[src/source/bus_pkg.sv]
// Bus address and data widths, word and byte-enable types
// Byte-enable merge used by the register devices
`default_nettype none

package bus_pkg;

  localparam int BusAddrWidth = 32;
  localparam int BusDataWidth = 32;

  typedef logic [BusAddrWidth-1:0]   addr_t;
  typedef logic [BusDataWidth-1:0]   data_t;
  typedef logic [BusDataWidth/8-1:0] strb_t;  // One bit per byte lane

  // Replace only the enabled byte lanes of a word
  function automatic data_t apply_be(data_t old_word, data_t new_word, strb_t be);
    data_t merged;
    merged = old_word;
    for (int b = 0; b < BusDataWidth / 8; b++) begin
      if (be[b]) begin
        merged[8*b +: 8] = new_word[8*b +: 8];
      end
    end
    return merged;
  endfunction

endpackage

`default_nettype wire

[src/source/soc_map_pkg.sv]
// Device selection enum and the fixed memory map
// Register offsets of the GPIO and timer blocks
`default_nettype none

package soc_map_pkg;
  import bus_pkg::*;

  typedef enum logic [1:0] {
    Ram,
    Gpio,
    Timer,
    None    // Unmapped address
  } dev_sel_e;

  localparam int NrDevices   = 3;
  localparam int RegOffWidth = 12;  // Register select bits inside a 4 KiB window

  localparam addr_t RamSize   = 32'h0001_0000;  // 64 KiB
  localparam addr_t RamBase   = 32'h0010_0000;
  localparam addr_t RamMask   = ~(RamSize - 1);

  localparam addr_t GpioSize  = 32'h0000_1000;  // 4 KiB
  localparam addr_t GpioBase  = 32'h8000_0000;
  localparam addr_t GpioMask  = ~(GpioSize - 1);

  localparam addr_t TimerSize = 32'h0000_1000;  // 4 KiB
  localparam addr_t TimerBase = 32'h8000_2000;
  localparam addr_t TimerMask = ~(TimerSize - 1);

  typedef logic [RegOffWidth-1:0] reg_off_t;

  localparam reg_off_t GpioOutOff    = 12'h000;
  localparam reg_off_t GpioInOff     = 12'h004;

  localparam reg_off_t MtimeLoOff    = 12'h000;
  localparam reg_off_t MtimeHiOff    = 12'h004;
  localparam reg_off_t MtimecmpLoOff = 12'h008;
  localparam reg_off_t MtimecmpHiOff = 12'h00C;

endpackage

`default_nettype wire

[src/source/dev_bus_if.sv]
// Request/response bus between the decoder and one device
`timescale 1ns/1ps
`default_nettype none

interface dev_bus_if #(
  parameter int AddrWidth = 32,
  parameter int DataWidth = 32
);

  logic                   req;     // High for one cycle per access
  logic [AddrWidth-1:0]   addr;
  logic                   we;
  logic [DataWidth/8-1:0] be;
  logic [DataWidth-1:0]   wdata;
  logic                   rvalid;  // One-cycle response, also for writes
  logic [DataWidth-1:0]   rdata;
  logic                   err;

  modport host (output req, addr, we, be, wdata, input rvalid, rdata, err);

  modport device (input req, addr, we, be, wdata, output rvalid, rdata, err);

endinterface

`default_nettype wire

[src/source/bus_decoder.sv]
// Data-bus decoder for a single host
// Address decode, request routing, response return, unmapped error
`timescale 1ns/1ps
`default_nettype none

module bus_decoder
  import bus_pkg::*;
  import soc_map_pkg::*;
(
  input  logic     clk_sys_i,
  input  logic     rst_sys_ni,

  input  logic     host_req_i,
  input  logic     host_we_i,
  input  addr_t    host_addr_i,
  input  strb_t    host_be_i,
  input  data_t    host_wdata_i,
  output logic     host_gnt_o,
  output logic     host_rvalid_o,
  output logic     host_err_o,
  output data_t    host_rdata_o,

  dev_bus_if.host  ram_o,
  dev_bus_if.host  gpio_o,
  dev_bus_if.host  timer_o
);

  localparam addr_t DevBase [NrDevices] = '{RamBase, GpioBase, TimerBase};
  localparam addr_t DevMask [NrDevices] = '{RamMask, GpioMask, TimerMask};

  dev_sel_e sel_d;
  dev_sel_e sel_q;         // Device of the access in flight
  logic     outstanding_q;
  logic     none_rsp_q;    // Error response for an unmapped access
  logic     accept;
  logic     dev_rvalid;
  data_t    dev_rdata;
  logic     dev_err;

  // Lowest index wins, windows do not overlap anyway
  always_comb begin
    sel_d = None;
    for (int i = NrDevices - 1; i >= 0; i--) begin
      if ((host_addr_i & DevMask[i]) == DevBase[i]) begin
        sel_d = dev_sel_e'(i);
      end
    end
  end

  assign host_gnt_o = ~outstanding_q;  // One access in flight at a time
  assign accept     = host_req_i & host_gnt_o;

  assign ram_o.req   = accept & (sel_d == Ram);
  assign gpio_o.req  = accept & (sel_d == Gpio);
  assign timer_o.req = accept & (sel_d == Timer);

  // Address and write data go to every device, req picks one
  assign ram_o.addr    = host_addr_i;
  assign ram_o.we      = host_we_i;
  assign ram_o.be      = host_be_i;
  assign ram_o.wdata   = host_wdata_i;
  assign gpio_o.addr   = host_addr_i;
  assign gpio_o.we     = host_we_i;
  assign gpio_o.be     = host_be_i;
  assign gpio_o.wdata  = host_wdata_i;
  assign timer_o.addr  = host_addr_i;
  assign timer_o.we    = host_we_i;
  assign timer_o.be    = host_be_i;
  assign timer_o.wdata = host_wdata_i;

  always_comb begin
    unique case (sel_q)
      Ram: begin
        dev_rvalid = ram_o.rvalid;
        dev_rdata  = ram_o.rdata;
        dev_err    = 1'b0;  // External RAM never errs
      end
      Gpio: begin
        dev_rvalid = gpio_o.rvalid;
        dev_rdata  = gpio_o.rdata;
        dev_err    = gpio_o.err;
      end
      Timer: begin
        dev_rvalid = timer_o.rvalid;
        dev_rdata  = timer_o.rdata;
        dev_err    = timer_o.err;
      end
      default: begin
        dev_rvalid = none_rsp_q;
        dev_rdata  = '0;
        dev_err    = none_rsp_q;
      end
    endcase
  end

  assign host_rvalid_o = outstanding_q & dev_rvalid;
  assign host_rdata_o  = dev_rdata;
  assign host_err_o    = dev_err;

  always_ff @(posedge clk_sys_i or negedge rst_sys_ni) begin
    if (!rst_sys_ni) begin
      outstanding_q <= 1'b0;
      sel_q         <= None;
      none_rsp_q    <= 1'b0;
    end else begin
      none_rsp_q <= accept & (sel_d == None);
      if (accept) begin
        outstanding_q <= 1'b1;
        sel_q         <= sel_d;
      end else if (host_rvalid_o) begin
        outstanding_q <= 1'b0;  // Grant reopens after the response
      end
    end
  end

endmodule

`default_nettype wire

[src/source/instr_fetch_port.sv]
// Instruction fetch path with a configurable delay
// RAM-window filter, grant and rvalid generation
`timescale 1ns/1ps
`default_nettype none

module instr_fetch_port
  import bus_pkg::*;
  import soc_map_pkg::*;
#(
  parameter int FetchDelay = 1
) (
  input  logic  clk_sys_i,
  input  logic  rst_sys_ni,

  input  logic  instr_req_i,
  input  addr_t instr_addr_i,
  output logic  instr_gnt_o,
  output logic  instr_rvalid_o,
  output data_t instr_rdata_o,

  output logic  mem_req_o,
  output addr_t mem_addr_o,
  input  data_t mem_rdata_i
);

  if (FetchDelay < 1) begin : g_bad_delay
    $error("FetchDelay must be at least 1");
  end

  logic [FetchDelay-1:0] req_q;
  addr_t                 addr_q [FetchDelay];
  logic                  req_dly;
  addr_t                 addr_dly;
  logic                  in_ram;
  logic                  rvalid_q;

  always_ff @(posedge clk_sys_i or negedge rst_sys_ni) begin
    if (!rst_sys_ni) begin
      req_q    <= '0;
      rvalid_q <= 1'b0;
    end else begin
      req_q[0] <= instr_req_i;
      for (int i = 1; i < FetchDelay; i++) begin
        req_q[i] <= req_q[i-1];
      end
      rvalid_q <= instr_gnt_o;  // Memory answers one cycle after req
    end
  end

  always_ff @(posedge clk_sys_i) begin
    addr_q[0] <= instr_addr_i;
    for (int i = 1; i < FetchDelay; i++) begin
      addr_q[i] <= addr_q[i-1];
    end
  end

  assign req_dly  = req_q[FetchDelay-1];
  assign addr_dly = addr_q[FetchDelay-1];
  assign in_ram   = (addr_dly & RamMask) == RamBase;

  assign instr_gnt_o    = req_dly & in_ram;  // Fetches outside RAM wait forever
  assign mem_req_o      = instr_gnt_o;
  assign mem_addr_o     = addr_dly;
  assign instr_rvalid_o = rvalid_q;
  assign instr_rdata_o  = mem_rdata_i;

endmodule

`default_nettype wire

[src/source/gpio_regs.sv]
// GPIO device with a byte-writable output register
// Two-flop synchronizer on the inputs
`timescale 1ns/1ps
`default_nettype none

module gpio_regs
  import bus_pkg::*;
  import soc_map_pkg::*;
#(
  parameter int GpiWidth = 8,
  parameter int GpoWidth = 16
) (
  input  logic                clk_sys_i,
  input  logic                rst_sys_ni,

  dev_bus_if.device           bus_i,

  input  logic [GpiWidth-1:0] gp_i,
  output logic [GpoWidth-1:0] gp_o
);

  logic [GpoWidth-1:0] gpo_q;
  logic [GpiWidth-1:0] gpi_meta_q;
  logic [GpiWidth-1:0] gpi_sync_q;
  logic                rvalid_q;
  data_t               rdata_q;
  reg_off_t            off;
  data_t               gpo_next;

  assign off      = bus_i.addr[RegOffWidth-1:0];
  assign gpo_next = apply_be(data_t'(gpo_q), bus_i.wdata, bus_i.be);

  always_ff @(posedge clk_sys_i or negedge rst_sys_ni) begin
    if (!rst_sys_ni) begin
      gpo_q      <= '0;
      gpi_meta_q <= '0;
      gpi_sync_q <= '0;
      rvalid_q   <= 1'b0;
    end else begin
      gpi_meta_q <= gp_i;
      gpi_sync_q <= gpi_meta_q;
      rvalid_q   <= bus_i.req;
      if (bus_i.req && bus_i.we && off == GpioOutOff) begin
        gpo_q <= gpo_next[GpoWidth-1:0];  // Upper lanes drop off
      end
    end
  end

  // Only the input register reads back a value
  always_ff @(posedge clk_sys_i) begin
    if (bus_i.req && !bus_i.we && off == GpioInOff) begin
      rdata_q <= data_t'(gpi_sync_q);
    end else begin
      rdata_q <= '0;
    end
  end

  assign bus_i.rvalid = rvalid_q;
  assign bus_i.rdata  = rdata_q;
  assign bus_i.err    = 1'b0;
  assign gp_o         = gpo_q;

endmodule

`default_nettype wire

[src/source/timer_regs.sv]
// Machine timer with 64-bit mtime and mtimecmp
// Registered interrupt when mtime reaches mtimecmp
`timescale 1ns/1ps
`default_nettype none

module timer_regs
  import bus_pkg::*;
  import soc_map_pkg::*;
(
  input  logic      clk_sys_i,
  input  logic      rst_sys_ni,

  dev_bus_if.device bus_i,

  output logic      timer_irq_o
);

  logic [63:0] mtime_q;
  logic [63:0] mtimecmp_q;
  logic        irq_q;
  logic        rvalid_q;
  logic        err_q;
  data_t       rdata_q;
  reg_off_t    off;
  logic        wr;
  logic        off_ok;
  data_t       rd_word;

  assign off = bus_i.addr[RegOffWidth-1:0];
  assign wr  = bus_i.req & bus_i.we;

  always_comb begin
    off_ok = 1'b1;
    case (off)
      MtimeLoOff:    rd_word = mtime_q[31:0];
      MtimeHiOff:    rd_word = mtime_q[63:32];
      MtimecmpLoOff: rd_word = mtimecmp_q[31:0];
      MtimecmpHiOff: rd_word = mtimecmp_q[63:32];
      default: begin
        rd_word = '0;
        off_ok  = 1'b0;  // Answered with err
      end
    endcase
  end

  always_ff @(posedge clk_sys_i or negedge rst_sys_ni) begin
    if (!rst_sys_ni) begin
      mtime_q    <= '0;
      mtimecmp_q <= '1;   // No interrupt until software sets a compare
      irq_q      <= 1'b0;
      rvalid_q   <= 1'b0;
      err_q      <= 1'b0;
    end else begin
      rvalid_q <= bus_i.req;
      err_q    <= bus_i.req & ~off_ok;
      irq_q    <= mtime_q >= mtimecmp_q;
      if (wr && off == MtimeLoOff) begin
        mtime_q[31:0] <= apply_be(mtime_q[31:0], bus_i.wdata, bus_i.be);
      end else if (wr && off == MtimeHiOff) begin
        mtime_q[63:32] <= apply_be(mtime_q[63:32], bus_i.wdata, bus_i.be);
      end else begin
        mtime_q <= mtime_q + 64'd1;
      end
      if (wr && off == MtimecmpLoOff) begin
        mtimecmp_q[31:0] <= apply_be(mtimecmp_q[31:0], bus_i.wdata, bus_i.be);
      end
      if (wr && off == MtimecmpHiOff) begin
        mtimecmp_q[63:32] <= apply_be(mtimecmp_q[63:32], bus_i.wdata, bus_i.be);
      end
    end
  end

  always_ff @(posedge clk_sys_i) begin
    rdata_q <= (bus_i.req && !bus_i.we) ? rd_word : '0;  // Writes return zero
  end

  assign bus_i.rvalid = rvalid_q;
  assign bus_i.rdata  = rdata_q;
  assign bus_i.err    = err_q;
  assign timer_irq_o  = irq_q;

endmodule

`default_nettype wire

[src/source/demo_soc_fabric.sv]
// Top level of the system fabric around the core
// Data decoder, GPIO, timer, fetch path and external memory ports
`timescale 1ns/1ps
`default_nettype none

module demo_soc_fabric
  import bus_pkg::*;
#(
  parameter int GpiWidth   = 8,
  parameter int GpoWidth   = 16,
  parameter int FetchDelay = 1
) (
  input  logic                clk_sys_i,
  input  logic                rst_sys_ni,

  // Data bus from the core
  input  logic                data_req_i,
  input  addr_t               data_addr_i,
  input  logic                data_we_i,
  input  strb_t               data_be_i,
  input  data_t               data_wdata_i,
  output logic                data_gnt_o,
  output logic                data_rvalid_o,
  output data_t               data_rdata_o,
  output logic                data_err_o,

  // Instruction bus from the core
  input  logic                instr_req_i,
  input  addr_t               instr_addr_i,
  output logic                instr_gnt_o,
  output logic                instr_rvalid_o,
  output data_t               instr_rdata_o,

  // External memory, port 0 data and port 1 fetch
  output logic                mem0_req_o,
  output logic                mem0_we_o,
  output strb_t               mem0_be_o,
  output addr_t               mem0_addr_o,
  output data_t               mem0_wdata_o,
  input  logic                mem0_rvalid_i,
  input  data_t               mem0_rdata_i,
  output logic                mem1_req_o,
  output addr_t               mem1_addr_o,
  input  data_t               mem1_rdata_i,

  input  logic [GpiWidth-1:0] gp_i,
  output logic [GpoWidth-1:0] gp_o,
  output logic                timer_irq_o
);

  dev_bus_if #(.AddrWidth(BusAddrWidth), .DataWidth(BusDataWidth)) ram_bus ();
  dev_bus_if #(.AddrWidth(BusAddrWidth), .DataWidth(BusDataWidth)) gpio_bus ();
  dev_bus_if #(.AddrWidth(BusAddrWidth), .DataWidth(BusDataWidth)) timer_bus ();

  bus_decoder u_bus_decoder (
    .clk_sys_i     (clk_sys_i),
    .rst_sys_ni    (rst_sys_ni),
    .host_req_i    (data_req_i),
    .host_we_i     (data_we_i),
    .host_addr_i   (data_addr_i),
    .host_be_i     (data_be_i),
    .host_wdata_i  (data_wdata_i),
    .host_gnt_o    (data_gnt_o),
    .host_rvalid_o (data_rvalid_o),
    .host_err_o    (data_err_o),
    .host_rdata_o  (data_rdata_o),
    .ram_o         (ram_bus.host),
    .gpio_o        (gpio_bus.host),
    .timer_o       (timer_bus.host)
  );

  // RAM device is the external port 0
  assign mem0_req_o     = ram_bus.req;
  assign mem0_we_o      = ram_bus.we;
  assign mem0_be_o      = ram_bus.be;
  assign mem0_addr_o    = ram_bus.addr;
  assign mem0_wdata_o   = ram_bus.wdata;
  assign ram_bus.rvalid = mem0_rvalid_i;
  assign ram_bus.rdata  = mem0_rdata_i;

  gpio_regs #(
    .GpiWidth (GpiWidth),
    .GpoWidth (GpoWidth)
  ) u_gpio_regs (
    .clk_sys_i  (clk_sys_i),
    .rst_sys_ni (rst_sys_ni),
    .bus_i      (gpio_bus.device),
    .gp_i       (gp_i),
    .gp_o       (gp_o)
  );

  timer_regs u_timer_regs (
    .clk_sys_i   (clk_sys_i),
    .rst_sys_ni  (rst_sys_ni),
    .bus_i       (timer_bus.device),
    .timer_irq_o (timer_irq_o)
  );

  instr_fetch_port #(
    .FetchDelay (FetchDelay)
  ) u_instr_fetch_port (
    .clk_sys_i      (clk_sys_i),
    .rst_sys_ni     (rst_sys_ni),
    .instr_req_i    (instr_req_i),
    .instr_addr_i   (instr_addr_i),
    .instr_gnt_o    (instr_gnt_o),
    .instr_rvalid_o (instr_rvalid_o),
    .instr_rdata_o  (instr_rdata_o),
    .mem_req_o      (mem1_req_o),
    .mem_addr_o     (mem1_addr_o),
    .mem_rdata_i    (mem1_rdata_i)
  );

endmodule

`default_nettype wire

[config.mk]
export PLATFORM = sky130hd
export DESIGN_NAME = demo_soc_fabric
export DESIGN_NICKNAME = d
export VERILOG_FILES = /design/src/source/bus_pkg.sv /design/src/source/soc_map_pkg.sv /design/src/source/dev_bus_if.sv /design/src/source/bus_decoder.sv /design/src/source/instr_fetch_port.sv /design/src/source/gpio_regs.sv /design/src/source/timer_regs.sv /design/src/source/demo_soc_fabric.sv
export SDC_FILE = /design/constraint.sdc
export NUM_CORES = 1
export LEC_CHECK = 0
export BUFFER_PORTS_ARGS = -buffer_cell sky130_fd_sc_hd__buf_2
export CAP_MARGIN = 10
export CORE_MARGIN = 10
export CORE_UTILIZATION = 50
export DETAILED_ROUTE_END_ITERATION = 8
export GPL_TIMING_DRIVEN = 1
export PLACE_DENSITY = 0.78
export SYNTH_ARGS = -nofsm -noshare
export SYNTH_HDL_FRONTEND = slang
export SYNTH_SLANG_ARGS = --single-unit
[constraint.sdc]
create_clock -name clk_sys_i -period 2.9 [get_ports clk_sys_i]
set_clock_uncertainty 0.2 [all_clocks]
set_input_delay 0.29 -clock clk_sys_i [delete_from_list [all_inputs] [get_ports clk_sys_i]]
set_output_delay 0.29 -clock clk_sys_i [all_outputs]
set_load 0.005 [all_outputs]
== Word level (Yosys, flattened, before mapping) ==
Memory sizes are Yosys's and may differ from the RTL's.
Cells that the tools add are included.
W data, S select, Z words.
Word-level totals
  register bits after elaboration: 234
  bits in writable memories: 32
  input port bits: 178
  output and inout bits: 189
  memories: 1
Operators by class
  add/subtract/negate cells: 1
  order comparisons: 1
  equality and inequality tests: 21
  multiplexer cells: 17
  bitwise gates (word level): 12
  reductions and logical operators: 34
Memory list
  u_instr_fetch_port.addr_q: words 1, width 32, read ports 1, clocked after Yosys merged registers in 0, write ports 1, line instr_fetch_port.sv:31  | addr_t addr_q [FetchDelay];
Operators with widths (number)
  $pmux W32 S4: 1
  $mux W32: 3
  $pmux W32 S3: 1
  $add A64 B1 Y64 const B: 1
  $ge A64 B64 Y1: 1
  $eq A20 B20 Y1 const B: 2
  $reduce_and A2 Y1: 18
  $eq A16 B5 Y1 const B: 2
  $mux W8: 4
  $eq A12 B4 Y1 const B: 2
  $ne A2 B2 Y1 const B: 8
  $eq A12 B3 Y1 const B: 1
  $logic_not A12 Y1: 1
  $and A1 B1 Y1: 9
  $logic_and A1 B1 Y1: 9
  $eq A2 B2 Y1 const B: 3
  $eq A2 B1 Y1 const B: 2
  $logic_not A2 Y1: 2
  $mux W1: 4
  $mux W2: 2
  $reduce_or A4 Y1: 1
  $not A1 Y1: 3
  $pmux W1 S3: 1
  $ne A2 B1 Y1 const B: 1
  other kinds (4): 4

== Depth between registers and ports, before layout ==
  word-level depth: 10
  mapped depth: 9
  mapped depth without buffers: 8

== Modules after synthesis ==
From an unflattened synthesis, not the netlist that was laid out.
Second synthesis, totals
  cells, all modules: 1570
  area, all modules: 15080.7 um2
Modules (own cells, without submodules)
  timer_regs: instances 1, cells an instance 1046, area each 10028.4 um2
  bus_decoder: instances 1, cells an instance 350, area each 2534.9 um2
  gpio_regs: instances 1, cells an instance 100, area each 1516.5 um2
  instr_fetch_port: instances 1, cells an instance 73, area each 997.2 um2
  demo_soc_fabric: instances 1, cells an instance 1, area each 3.8 um2

== Least setup slack after synthesis ==
No wires, ideal clock.
  path type: register to register
  from: register u_timer_regs.mtime_q[0]
  to: register u_timer_regs.mtime_q[54]
  arrival: 2072 ps
  required time: 2579 ps
  slack: 507 ps
  stages on the path, launching flop included: 8
  buffers on the path: 0
  clock period less this slack: 2393 ps
  path through: dfrtp_1 -> ha_1 -> nand3_1 -> or3_1 -> nor4_4 -> and3_1 -> a31oi_1 -> o22a_1
Between the ends
  cells in the longest elaborated chain, start to end: 2
Ends and longest elaborated chain
  from (decl): line timer_regs.sv:18  | logic [63:0] mtime_q;
  from (signal assigned): line timer_regs.sv:58  | mtime_q[31:0] <= apply_be(mtime_q[31:0], bus_i.wdata, bus_i.be);
  from (signal assigned): line timer_regs.sv:62  | mtime_q <= mtime_q + 64'd1;
  $add A64 B1 Y64: line timer_regs.sv:62
  $mux W32: line timer_regs.sv:59  | end else if (wr && off == MtimeHiOff) begin
No other way between the ends.
A chain may end at the register's enable or synchronous reset.

== Worst setup path in the final report ==
  from: register u_timer_regs.mtimecmp_q[25]
  to: register u_timer_regs.irq_q, in the netlist u_timer_regs.timer_irq_o
Between the ends
  cells in the longest elaborated chain, start to end: 1
Ends and longest elaborated chain
  from (decl): line timer_regs.sv:19  | logic [63:0] mtimecmp_q;
  from (signal assigned): line timer_regs.sv:65  | mtimecmp_q[31:0] <= apply_be(mtimecmp_q[31:0], bus_i.wdata, bus_i.be);
  $ge A64 B64 Y1: line timer_regs.sv:56  | irq_q <= mtime_q >= mtimecmp_q;
  to (signal assigned): line timer_regs.sv:56
  to (decl): line timer_regs.sv:20  | logic irq_q;
No other way between the ends.

==> impl_results.md <==
* Run status: finished clean
* Inst Count DP at 1978
* Multi-input gate area at 6790 um2
* Initial drt markers at 1227
* Leakage at 0.00792 uW
* Layout cells sized above 1 at 37.2%
* Clk root buf: clkbuf_16
* Register area share after synthesis at 41.7%
* Die X-Extent at 186 um
* Final setup viols at 0
* Post-synth EDFFs at 0
* Endpoints failing hold at 0
* Die Ht at 186 um
* Initial antenna violation count at 1
* Gr usage total at 27.1%
* Port Buffer Count at 302
* Final worst-path cycle share at 96.0%
* Post-synth top area cell: dfrtp_1
* DP Area at 15600 um2
* Clk_lat worst skew at 0.56 ns
* Clock power share at 45.5%
* RSZ-0062 raised after global routing: false
* 1st-pass router iterations at 8
* Worst Hold End: u_timer_regs.mtime_q[25]
* Area delta synth->final at 25.6%
* Crit Reg-Reg Startpoint: u_timer_regs.mtimecmp_q[25]
* Yosys cell types at 76
* Design Area, Final at 17400 um2
* CP Capture Type: register
* Cell internal pwr at 6390 uW
* WL final at 49700 um
* Top Ports at 367
* Synthesized net count at 1614
* CTS Buffer Depth at 3
* Synth Flop Type: dfrtp_1
* CP Max Fanout at 3
* Layout Utilization at 64.2%
* Drt wl/cell at 23.5 um
* Largest net degree at the start of global routing at 65
* Core area at 27100 um2
* CP Data Required Time at 3.13 ns
* Fillers at 2159
* FF-to-FF End: u_timer_regs.timer_irq_o
* Crit-path cells: inv_1 -> ha_1 -> a211oi_1 -> o21bai_1 -> a211oi_1 -> o21ai_0 -> a211oi_1 -> buf_4 -> o221ai_1
* Slew Limit Fails at 0
* Tightest Pin Transition at 0.888 ns
* CTS H-Tree Depth at 1
* CTS tree: yes
* Initial core utilization at 51.1%
* Register share of total power at 41.0%
* Highest Clock Rate at 0.359 GHz
* Vias in the first global route at 12900
* CP most frequent cell: a211oi_1
* Min cycle time layout at 2.78 ns
* Cell Rows at 60
* Hold Path Stages at 3
* Gate Count Post-Synth at 1371
* Via/cell ratio at 5.99
* Register area at 5780 um2
* Yosys top cell area share at 18.8%
* Delay-heaviest family, CP: compound AO/OA/AOI/OAI gates
* ANT nets after route at 0
* Non-filler instance count after layout at 2112
* HPWL after DPL at 37500 um
* Max_cap viols at 0
* Layout Nets at 1957
* Worst-path clk slew at 0.07 ns
* # clock sinks at 242
* Slew HR at 40.6%
* Hold Path Class: in2reg
* Drc violations at 0
* Synth area leaders: dfrtp_1 19%, dfstp_2 13%, dfxtp_1 10%, ha_1 5.9%, mux2_2 5.9%
* Vias at 12600
* Global route total overflow at 0
* Crit start category: register
* Ys async rst share at 70.2%
* #FFs+latches synth at 242
* Number of synthesis warnings at 0
* Net Sw Frac at 25.5%
* Hold path startpoint: data_be_i[3]
* Power density cells at 493 nW/um2
* Comb power frac at 13.5%
* Die area at 34800 um2
* CP Buf/Inv Count at 2
* Psw at 2190 uW
* WP data arrival at 3.01 ns
* Critical Setup Path Class: reg2reg
* First-pass GRT wire length at 75900 um
* Peak VDD IR at 0.000348 V
* Synthesized area at 13900 um2
* FF-to-FF path depth at 9
* CTS buffer count at 29
* Gp weighted congestion at 0.984
* Setup_tns at 0 ns
* Reg-to-reg slack, setup at 0.12 ns
* Critical path's slowest cell: dfstp_2
* Max stage delay on crit path at 0.55 ns
* Syn Area/Cell at 10.1 um2
-- tightest hold or removal path, stage by stage --
cell	delay (ns)
buf_2	0.19
mux2i_1	0.16
o21ai_0	0.09
-- logic make-up after synthesis --
family                   after synthesis  synth area share (%)
AO/OA/AOI/OAI                        250                  11.8
multiplexers                         147                  14.3
buffers and inverters                239                  9.45
adder cells (fa/ha/maj)               65                  5.87
AND/OR/NAND/NOR                      426                  16.8
XOR/XNOR                               2                 0.126
flip-flops                           242                  41.7
-- cells in the final DEF (no fill, tap or decap), types with 6 or more instances in the layout --
| cell type | synthesis | layout |
|---|---|---|
| nand3_1 | 36 | 36 |
| clkbuf_16 | 0 | 29 |
| mux2i_1 | 42 | 42 |
| nor2b_1 | 35 | 35 |
| dfstp_2 | 66 | 66 |
| buf_4 | 104 | 87 |
| a41o_1 | 6 | 6 |
| nor3_1 | 21 | 21 |
| ha_1 | 65 | 65 |
| inv_1 | 81 | 81 |
| o311ai_0 | 6 | 6 |
| nand4_1 | 35 | 35 |
| nand2_1 | 102 | 102 |
| buf_2 | 17 | 301 |
| a31oi_1 | 11 | 11 |
| mux4_2 | 33 | 33 |
| nor2_1 | 83 | 83 |
| a21oi_1 | 78 | 78 |
| dlygate4sd3_1 | 0 | 77 |
| or3_1 | 6 | 6 |
| o22ai_1 | 10 | 10 |
| a311oi_1 | 8 | 8 |
| dfrtp_1 | 104 | 104 |
| dfxtp_1 | 72 | 72 |
| a211oi_1 | 17 | 17 |
| o21ai_0 | 48 | 48 |
| and3_1 | 15 | 15 |
| and2_1 | 18 | 18 |
| o211ai_1 | 10 | 10 |
| o22a_1 | 7 | 7 |
| and4_1 | 11 | 11 |
| nor4_2 | 7 | 6 |
| mux2_2 | 72 | 72 |
| nor4_1 | 15 | 14 |
-- layout make-up --
type | count | area share, %
Timing Repair Buffer | 470 | 17.4
Clock buffer | 38 | 4.59
Tap cell | 372 | 2.67
Clock inverter | 16 | 1.38
Sequential cell | 242 | 33.2
Antenna cell | 3 | 0.0431
Inverter | 81 | 1.75
Multi-Input combinational cell | 890 | 39.0
-- metal layers --
layer / vias to the layer above / GRT usage, % / share of wire, %
met3: 124 / 6.22 / 10
met2: 798 / 48.0 / 50
met5: - / 0.284 / 0
met1: 6133 / 31.6 / 37
met4: 0 / 8.81 / 3.5
li1: 5593 / - / -
-- cells in the mapped netlist, types with 6 or more instances --
master,number
buf_4,104
dfrtp_1,104
nand2_1,102
nor2_1,83
inv_1,81
a21oi_1,78
dfxtp_1,72
mux2_2,72
dfstp_2,66
ha_1,65
o21ai_0,48
mux2i_1,42
nand3_1,36
nand4_1,35
nor2b_1,35
clkbuf_1,33
mux4_2,33
nor3_1,21
and2_1,18
a211oi_1,17
buf_2,17
and3_1,15
nor4_1,15
a31oi_1,11
and4_1,11
o211ai_1,10
o22ai_1,10
a311oi_1,8
nor4_2,7
o22a_1,7
a41o_1,6
o311ai_0,6
or3_1,6
-- power by group through the flow --
| stage | Clock [uW] | Combinational [uW] | Sequential, uW |
|---|---|---|---|
| floorplan | 0 | 668 | 3520 |
| global placement | 0 | 1060 | 3580 |
| detailed placement | 0 | 1080 | 3580 |
| CTS | 3940 | 1160 | 3520 |
| global route | 4090 | 1250 | 3530 |
| finish | 3900 | 1150 | 3520 |
-- how the worst max path moves through the flow --
stage	start	cells past startpoint	endpoint	slack (ns)
2_1_floorplan	u_timer_regs.mtime_q[0]	7	u_timer_regs.mtime_q[54]	0.51
3_3_place_gp	data_addr_i[29]	8	u_timer_regs.mtimecmp_q[54]	0.11
3_5_place_dp	data_addr_i[29]	9	u_timer_regs.mtime_q[30]	0.05
4_1_cts	u_timer_regs.mtime_q[0]	7	u_timer_regs.mtime_q[56]	0.18
5_1_grt	u_timer_regs.mtimecmp_q[25]	9	u_timer_regs.timer_irq_o	0.009
6_report	u_timer_regs.mtimecmp_q[25]	9	u_timer_regs.timer_irq_o	0.12
-- metrics by stage --
step                      power [uW]  hold WS [ns]  setup WS (ns)
final                           8580        0.0172          0.116
after global routing            8870        0.0514        0.00884
after CTS                       8620       0.00179          0.175
after detailed placement        4660         0.136         0.0468
after global placement          4640         0.130          0.112
after floorplan                 4190        -0.206          0.507
-- flip-flops by register name (all words and copies together), names as in the netlist, 2 cells and up --
signal and cells:
u_instr_fetch_port.addr_q 32, u_gpio_regs.bus_i.rdata 8, u_gpio_regs.gpi_sync_q 8, u_timer_regs.bus_i.rdata 32
u_gpio_regs.gp_o 16, u_timer_regs.mtime_q 64, u_timer_regs.mtimecmp_q 64, u_gpio_regs.gpi_meta_q 8
u_bus_decoder.sel_q 2
-- repair_timing --
item	4_1_cts	5_1_grt
hold buffers	77	0
setup endpoints to repair	0	1
buffers inserted	0	0
resized for setup	0	1
endpoints found under the hold margin	231	0
Power figures use the tool's default switching activity.
